**config.mk**
```make
export PLATFORM = sky130hd
export DESIGN_NAME = systolic_top
export DESIGN_NICKNAME = d
export VERILOG_FILES = /design/src/hdl/systolic_pkg.sv /design/src/hdl/stream_fifo.sv /design/src/hdl/operand_feeder.sv /design/src/hdl/conv_bank.sv /design/src/hdl/result_serializer.sv /design/src/hdl/systolic_top.sv
export SDC_FILE = /design/constraint.sdc
export NUM_CORES = 2
export LEC_CHECK = 0
export BUFFER_PORTS_ARGS = -buffer_cell sky130_fd_sc_hd__buf_4
export CAP_MARGIN = 10
export CORE_ASPECT_RATIO = 1.2
export CORE_MARGIN = 1
export CORE_UTILIZATION = 45
export CTS_BUF_LIST = sky130_fd_sc_hd__clkbuf_8
export DETAILED_ROUTE_END_ITERATION = 7
export SYNTH_ARGS = -nofsm -noshare
export SYNTH_HDL_FRONTEND = slang
export SYNTH_SLANG_ARGS = --single-unit
```
**constraint.sdc**
```tcl
create_clock -name clk -period 6.19 [get_ports clk]
set_input_delay 0.3095 -clock clk [delete_from_list [all_inputs] [get_ports clk]]
set_output_delay 0.3095 -clock clk [all_outputs]
set_load 0.01 [all_outputs]
```
**src/hdl/systolic_pkg.sv**
```systemverilog
`default_nettype none

package systolic_pkg;

	////////////////////////////////////////////////////////////
	// Array geometry
	////////////////////////////////////////////////////////////

	localparam int DATA_W = 8;
	localparam int N_ROWS = 3;
	localparam int N_COLS = 4;
	// One oblique lane per diagonal of the bank
	localparam int N_OBLI = N_ROWS + N_COLS - 1;

	// Full-width partial sum, product plus row growth
	localparam int ACC_W = 2 * DATA_W + $clog2(N_ROWS);
	localparam int COL_IDX_W = $clog2(N_COLS);

	////////////////////////////////////////////////////////////
	// Buffering and latency
	////////////////////////////////////////////////////////////

	localparam int FIFO_DEPTH = 16;
	// One register stage per row
	localparam int BANK_LATENCY = N_ROWS;
	// Sets between a pop and the result FIFO write
	localparam int IN_FLIGHT_MAX = BANK_LATENCY + 1;

	////////////////////////////////////////////////////////////
	// Payload types
	////////////////////////////////////////////////////////////

	typedef logic [DATA_W-1:0] data_t;

	typedef struct packed {
		data_t [N_OBLI-1:0] obli;
		data_t [N_ROWS-1:0] horz;
	} operand_t;

	// col[0] sits in the low byte and leaves first
	typedef struct packed {
		data_t [N_COLS-1:0] col;
	} out_row_t;

endpackage

`default_nettype wire

```
**src/hdl/stream_fifo.sv**
```systemverilog
`timescale 1ns/1ps
`default_nettype none

module stream_fifo #(
	parameter type payload_t = logic [7:0],
	parameter int DEPTH = 16
) (
	input wire logic clk,
	input wire logic rst,
	input wire logic wr_en,
	input wire payload_t wr_data,
	input wire logic rd_en,
	output payload_t rd_data,
	output logic empty,
	output logic almost_full,
	output logic [$clog2(DEPTH+1)-1:0] free
);

	localparam int AW = $clog2(DEPTH);
	localparam int CW = $clog2(DEPTH + 1);

	payload_t mem [DEPTH];
	logic [AW-1:0] wr_ptr;
	logic [AW-1:0] rd_ptr;
	logic [CW-1:0] count;

	always_ff @(posedge clk) begin
		if (!rst) begin
			wr_ptr <= '0;
			rd_ptr <= '0;
			count <= '0;
		end else begin
			if (wr_en) begin
				wr_ptr <= (wr_ptr == AW'(DEPTH - 1)) ? '0 : wr_ptr + 1'b1;
			end
			if (rd_en) begin
				rd_ptr <= (rd_ptr == AW'(DEPTH - 1)) ? '0 : rd_ptr + 1'b1;
			end
			case ({wr_en, rd_en})
				2'b10: count <= count + 1'b1;
				2'b01: count <= count - 1'b1;
				default: count <= count;
			endcase
		end
	end

	// Storage and read port
	always_ff @(posedge clk) begin
		if (wr_en) begin
			mem[wr_ptr] <= wr_data;
		end
		if (rd_en) begin
			rd_data <= mem[rd_ptr];
		end
	end

	assign empty = (count == '0);
	assign almost_full = (count >= CW'(DEPTH - 1));
	assign free = CW'(DEPTH) - count;

	a_no_overflow: assert property (@(posedge clk) disable iff (!rst)
		!(wr_en && !rd_en && count == CW'(DEPTH)))
		else $error("stream_fifo write while full");

	a_no_underflow: assert property (@(posedge clk) disable iff (!rst)
		!(rd_en && empty))
		else $error("stream_fifo read while empty");

endmodule

`default_nettype wire

```
**src/hdl/operand_feeder.sv**
```systemverilog
`timescale 1ns/1ps
`default_nettype none

module operand_feeder (
	input wire logic clk,
	input wire logic rst,
	input wire systolic_pkg::data_t [systolic_pkg::N_ROWS-1:0] horz_data,
	input wire logic [systolic_pkg::N_ROWS-1:0] horz_we,
	output logic [systolic_pkg::N_ROWS-1:0] horz_wrdy,
	input wire systolic_pkg::data_t [systolic_pkg::N_OBLI-1:0] obli_data,
	input wire logic [systolic_pkg::N_OBLI-1:0] obli_we,
	output logic [systolic_pkg::N_OBLI-1:0] obli_wrdy,
	input wire logic result_room,
	output systolic_pkg::operand_t operands,
	output logic operand_en
);

	import systolic_pkg::*;

	data_t horz_q [N_ROWS];
	data_t obli_q [N_OBLI];
	logic [N_ROWS-1:0] horz_empty;
	logic [N_OBLI-1:0] obli_empty;
	logic [N_ROWS-1:0] horz_afull;
	logic [N_OBLI-1:0] obli_afull;
	logic pop;

	////////////////////////////////////////////////////////////
	// Lane buffers
	////////////////////////////////////////////////////////////

	for (genvar r = 0; r < N_ROWS; r++) begin : g_horz
		stream_fifo #(
			.payload_t(data_t),
			.DEPTH(FIFO_DEPTH)
		) u_fifo (
			.clk(clk),
			.rst(rst),
			.wr_en(horz_we[r]),
			.wr_data(horz_data[r]),
			.rd_en(pop),
			.rd_data(horz_q[r]),
			.empty(horz_empty[r]),
			.almost_full(horz_afull[r]),
			.free()
		);
	end

	for (genvar k = 0; k < N_OBLI; k++) begin : g_obli
		stream_fifo #(
			.payload_t(data_t),
			.DEPTH(FIFO_DEPTH)
		) u_fifo (
			.clk(clk),
			.rst(rst),
			.wr_en(obli_we[k]),
			.wr_data(obli_data[k]),
			.rd_en(pop),
			.rd_data(obli_q[k]),
			.empty(obli_empty[k]),
			.almost_full(obli_afull[k]),
			.free()
		);
	end

	assign horz_wrdy = ~horz_afull;
	assign obli_wrdy = ~obli_afull;

	////////////////////////////////////////////////////////////
	// Pop decision
	////////////////////////////////////////////////////////////

	// All nine lanes move together
	assign pop = ~(|horz_empty) & ~(|obli_empty) & result_room;

	// Read data lands one cycle after the pop
	always_ff @(posedge clk) begin
		if (!rst) begin
			operand_en <= 1'b0;
		end else begin
			operand_en <= pop;
		end
	end

	always_comb begin
		for (int r = 0; r < N_ROWS; r++) begin
			operands.horz[r] = horz_q[r];
		end
		for (int k = 0; k < N_OBLI; k++) begin
			operands.obli[k] = obli_q[k];
		end
	end

endmodule

`default_nettype wire

```
**src/hdl/conv_bank.sv**
```systemverilog
`timescale 1ns/1ps
`default_nettype none

module conv_bank (
	input wire logic clk,
	input wire logic rst,
	input wire systolic_pkg::operand_t operands,
	input wire logic operand_en,
	output systolic_pkg::out_row_t row,
	output logic row_en
);

	import systolic_pkg::*;

	// Stage r holds the sums over rows 0..r
	logic [N_ROWS-1:0] stage_en;
	logic [ACC_W-1:0] stage_sum [N_ROWS][N_COLS];
	// Operands travelling with the sums, last stage needs none
	operand_t stage_ops [N_ROWS-1];

	////////////////////////////////////////////////////////////
	// Valid pipeline
	////////////////////////////////////////////////////////////

	always_ff @(posedge clk) begin
		if (!rst) begin
			stage_en <= '0;
		end else begin
			stage_en <= {stage_en[N_ROWS-2:0], operand_en};
		end
	end

	////////////////////////////////////////////////////////////
	// Operand pipeline
	////////////////////////////////////////////////////////////

	always_ff @(posedge clk) begin
		if (operand_en) begin
			stage_ops[0] <= operands;
		end
		for (int r = 1; r < N_ROWS - 1; r++) begin
			if (stage_en[r-1]) begin
				stage_ops[r] <= stage_ops[r-1];
			end
		end
	end

	////////////////////////////////////////////////////////////
	// Multiply-accumulate
	////////////////////////////////////////////////////////////

	always_ff @(posedge clk) begin
		// Row 0 starts each column sum
		if (operand_en) begin
			for (int c = 0; c < N_COLS; c++) begin
				stage_sum[0][c] <= operands.horz[0] * operands.obli[c];
			end
		end
		// Column c of row r reads the oblique lane r+c
		for (int r = 1; r < N_ROWS; r++) begin
			if (stage_en[r-1]) begin
				for (int c = 0; c < N_COLS; c++) begin
					stage_sum[r][c] <= stage_sum[r-1][c]
						+ stage_ops[r-1].horz[r] * stage_ops[r-1].obli[r+c];
				end
			end
		end
	end

	////////////////////////////////////////////////////////////
	// Row output
	////////////////////////////////////////////////////////////

	// Only the low byte survives, wrapping
	always_comb begin
		for (int c = 0; c < N_COLS; c++) begin
			row.col[c] = stage_sum[N_ROWS-1][c][DATA_W-1:0];
		end
	end

	assign row_en = stage_en[N_ROWS-1];

endmodule

`default_nettype wire

```
**src/hdl/result_serializer.sv**
```systemverilog
`timescale 1ns/1ps
`default_nettype none

module result_serializer (
	input wire logic clk,
	input wire logic rst,
	input wire systolic_pkg::out_row_t row,
	input wire logic row_en,
	output logic result_room,
	output systolic_pkg::data_t dout,
	output logic dout_en
);

	import systolic_pkg::*;

	out_row_t fifo_row;
	out_row_t shift_reg;
	logic fifo_empty;
	logic [$clog2(FIFO_DEPTH+1)-1:0] fifo_free;
	logic load;
	logic fill;
	logic [COL_IDX_W-1:0] shift_cnt;

	stream_fifo #(
		.payload_t(out_row_t),
		.DEPTH(FIFO_DEPTH)
	) u_result_fifo (
		.clk(clk),
		.rst(rst),
		.wr_en(row_en),
		.wr_data(row),
		.rd_en(load),
		.rd_data(fifo_row),
		.empty(fifo_empty),
		.almost_full(),
		.free(fifo_free)
	);

	// Room for every set that may still be inside the bank
	assign result_room = (fifo_free > IN_FLIGHT_MAX);

	////////////////////////////////////////////////////////////
	// Load and shift
	////////////////////////////////////////////////////////////

	assign load = !fifo_empty && !fill && !dout_en;

	always_ff @(posedge clk) begin
		if (!rst) begin
			fill <= 1'b0;
			dout_en <= 1'b0;
			shift_cnt <= '0;
		end else begin
			fill <= load;
			if (fill) begin
				dout_en <= 1'b1;
			end else if (shift_cnt == COL_IDX_W'(N_COLS - 1)) begin
				dout_en <= 1'b0;
			end
			if (dout_en) begin
				shift_cnt <= shift_cnt + 1'b1;
			end
		end
	end

	// FIFO read data is valid in the fill cycle
	always_ff @(posedge clk) begin
		if (fill) begin
			shift_reg <= fifo_row;
		end else if (dout_en) begin
			shift_reg <= out_row_t'(shift_reg >> DATA_W);
		end
	end

	assign dout = shift_reg.col[0];

	a_burst_max: assert property (@(posedge clk) disable iff (!rst)
		dout_en [*N_COLS] |=> !dout_en)
		else $error("dout_en longer than one row");

	a_load_burst: assert property (@(posedge clk) disable iff (!rst)
		load |-> ##2 dout_en [*N_COLS])
		else $error("loaded row did not produce a full burst");

endmodule

`default_nettype wire

```
**src/hdl/systolic_top.sv**
```systemverilog
`timescale 1ns/1ps
`default_nettype none

module systolic_top (
	input wire logic clk,
	input wire logic rst,
	input wire systolic_pkg::data_t [systolic_pkg::N_ROWS-1:0] horz_data,
	input wire logic [systolic_pkg::N_ROWS-1:0] horz_we,
	output logic [systolic_pkg::N_ROWS-1:0] horz_wrdy,
	input wire systolic_pkg::data_t [systolic_pkg::N_OBLI-1:0] obli_data,
	input wire logic [systolic_pkg::N_OBLI-1:0] obli_we,
	output logic [systolic_pkg::N_OBLI-1:0] obli_wrdy,
	output systolic_pkg::data_t dout,
	output logic dout_en
);

	import systolic_pkg::*;

	operand_t operands;
	logic operand_en;
	out_row_t row;
	logic row_en;
	logic result_room;

	operand_feeder u_operand_feeder (
		.clk(clk),
		.rst(rst),
		.horz_data(horz_data),
		.horz_we(horz_we),
		.horz_wrdy(horz_wrdy),
		.obli_data(obli_data),
		.obli_we(obli_we),
		.obli_wrdy(obli_wrdy),
		.result_room(result_room),
		.operands(operands),
		.operand_en(operand_en)
	);

	conv_bank u_conv_bank (
		.clk(clk),
		.rst(rst),
		.operands(operands),
		.operand_en(operand_en),
		.row(row),
		.row_en(row_en)
	);

	// Drains rows and throttles the feeder
	result_serializer u_result_serializer (
		.clk(clk),
		.rst(rst),
		.row(row),
		.row_en(row_en),
		.result_room(result_room),
		.dout(dout),
		.dout_en(dout_en)
	);

endmodule

`default_nettype wire

```
==> flow_metrics.py <==
metrics = {
    "run_status": {
        "status": "finished clean",
    },
    "timing": {
        "worst_pin_slew_ps": 1170,
        "rsz0062_at_grt": "no",
        "fin_setup_tns_ps": 0,
        "finalHoldViolCount": 0,
        "drv_slew": 0,
        "fin_crit_ps": 4330,
        "relSlewSlack": 0.214,
        "fmax_mhz": 231,
        "clock_skew_ps": 105,
        "setup_ws_ps": 1860,
        "finalSetupViolCount": 0,
        "period_share": 0.700,
    },
    "detailed_routing": {
        "drc": 0,
        "drtPass1Iterations": 5,
        "ant_nets": 0,
        "dr_total_vias": 48000,
        "wl_per_cell_um": 21.8,
        "drt_iter0_drc": 3359,
        "wl_um": 200000,
        "avgViaCountPerCell": 5.23,
    },
    "placement": {
        "dp_hpwl_um": 124000,
        "io_buffers": 100,
        "placed_area_um2": 97900,
        "pre_cts_ws_ps": 1800,
        "gp_congestion": 0.819,
    },
    "critical_path": {
        "cp.required_ps": 6960,
        "worst-setup-path-type": "reg2reg",
        "worstSetupStartpointType": "register",
        "cp_max_fo": 24,
        "end_kind": "register",
        "cp.arrival_ps": 5100,
    },
    "floorplan": {
        "dieArea_um2": 211000,
        "rows": 183,
        "die_y_um": 503,
        "core_region_area_um2": 207000,
        "initial_core_util": 0.454,
        "ios": 101,
        "fp.dieW_um": 419,
    },
    "clock_tree": {
        "cts_tree": "built",
        "ctsHoldBuffers": 108,
        "root_buffer": "clkbuf_8",
        "post-cts-setup-buffers": 0,
        "cts_buffers": 353,
        "cts_buffer_depth": 4,
        "ctsResizeCount": 0,
        "clkTransAtPathRegs_ps": 60,
        "clock_sinks": 2130,
        "insertion_delay_ps": 1070,
        "htreeDepth": 5,
    },
    "global_routing": {
        "grt_max_degree": 75,
        "grt_pass1_wl_um": 306000,
        "antenna_found_initial": 8,
        "grt_usage": 0.192,
        "grt_pass1_vias": 50600,
        "grt_overflow": 0,
    },
    "finish": {
        "seq_area_um2": 62600,
        "final_area_um2": 105000,
        "final_nets": 6713,
        "layout-drive-gt1-share": 0.159,
        "largest_reg_flops": 768,
        "reg_top3": "u_operand_feeder.g_obli.u_fifo.mem (768), u_result_serializer.u_result_fifo.mem (512), u_operand_feeder.g_horz.u_fifo.mem (384)",
        "final_common_cell": "edfxtp_1",
        "final_cell_mix": "1,992 x edfxtp_1, 573 x inv_1, 480 x nand2_1, 378 x clkbuf_8, 352 x mux4_2",
        "fill_cells": 17400,
        "regMostFlops": "u_operand_feeder.g_obli.u_fifo.mem",
        "multiInputGateArea_um2": 28800,
        "areaGrowthSynthToFinish_pct": 12.0,
    },
    "logic_synthesis": {
        "ys_ff_latch": 2130,
        "async_flop_share": 0,
        "ys.flop_type": "edfxtp_1",
        "syn_avg_cell_area_um2": 16.3,
        "ys_seq_area_frac": 0.665,
        "synth_area_leader_cell": "edfxtp_1",
        "ys_warn_count": 0,
        "synth-edff-count": 1992,
        "syn_area_um2": 94100,
        "synth_fp_nets": 6333,
        "netlist_top_cells_area": "edfxtp_1 64%, mux4_2 8.4%, fa_1 4.3%",
        "synth_top_area_frac": 0.636,
        "ys_types": 42,
        "synth_cells": 5756,
    },
    "flow_run": {
        "drv_cap": 0,
    },
    "power": {
        "seqPwrFrac": 0.552,
        "p_per_area_nw_per_um2": 281,
        "pwr-share-comb": 0.066,
        "p_int_uw": 22900,
        "clkPwrFrac": 0.382,
        "leakage_uw": 0.0365,
        "swShare": 0.226,
        "ir_worst_vdd_v": 0.000231,
        "switchingPower_uw": 6680,
    },
    "hold_path": {
        "min_path_type": "in2reg",
    },
}
## cells in the mapped netlist, drive strengths merged, types with 15 or more instances
cell type / number
a22oi: 56
inv: 460
mux2i: 258
xnor2: 217
buf: 77
xor2: 53
a21oi: 156
a21o: 38
nand2: 480
mux2: 24
dfxtp: 138
and3: 15
nor4: 18
fa: 202
nor3: 41
ha: 292
a221oi: 56
o21ai: 77
nand3: 16
and2: 321
nor2: 159
edfxtp: 1992
nor2b: 21
mux4: 352
clkbuf: 173
## through the flow
stage,hold slack (ps),total power (uW),instances,util
after floorplan,400,17900,5756,-
after global placement,402,18600,8448,0.472
after detailed placement,405,18600,8448,0.472
after CTS,2.56,30000,9180,0.508
after global routing,64.8,30700,9183,0.508
final,112,29600,9184,0.508
## path summary, 6_finish.rpt
check / start / slack (ps) / depth (start not counted) / to
setup reg to reg: u_conv_bank.stage_ops[0][90] / 1860 / 14 / u_conv_bank.stage_sum[2][25]
hold / removal: horz_data[8] / 110 / 2 / u_operand_feeder.g_horz[1].u_fifo.mem[0][0]
hold reg to reg: u_operand_feeder.g_obli[4].u_fifo.rd_data[6] / 390 / 0 / u_conv_bank.stage_ops[0][62]
setup / recovery: u_conv_bank.stage_ops[0][90] / 1860 / 14 / u_conv_bank.stage_sum[2][25]
## worst max-delay path, stage by stage, from the launching register on
cell and delay [ps]:
edfxtp_1 980, nand2_1 180, fa_1 570, inv_1 40
ha_1 280, ha_1 320, fa_1 550, ha_1 170
inv_1 60, fa_1 410, inv_1 70, a21o_1 100
a21oi_1 70, xnor2_1 130, xnor2_1 130
## layout make-up
class,count,area share
tap,2775,0.0330
multi-input combinational,2916,0.273
clock inverter,246,0.0114
antenna,4,0.0000950
clock buffer,378,0.0494
sequential,2130,0.594
inverter,460,0.0164
timing repair buffer,275,0.0224
## power groups by stage
stage	clock, uW	combinational (uW)	sequential, uW
finish	11300	1940	16400
global placement	0	1900	16700
global route	12200	2110	16400
detailed placement	0	1930	16700
CTS	11600	1990	16400
floorplan	0	1390	16500
## per-layer routing
metal / track usage / routed length (um) / vias up
li1: - / - / 22100
met1: 0.247 / 84900 / 24700
met2: 0.336 / 103000 / 981
met3: 0.0293 / 7610 / 313
met4: 0.0557 / 4510 / 2
met5: 0 / 13 / -
## logic make-up (layout without fill, tap and decap cells)
kind of cell,Yosys count,after routing,synth area share
muxes,634,634,0.115
buffers and inverters,710,1359,0.0294
and+or+nand+nor,1103,1103,0.0562
other,0,4,0
xor gates and xnor gates,270,270,0.0251
AOI/OAI and AO/OA,415,415,0.0278
DFF,2130,2130,0.665
adders and majority gates,494,494,0.0818
Note: power is estimated with default switching activity, not from simulation.
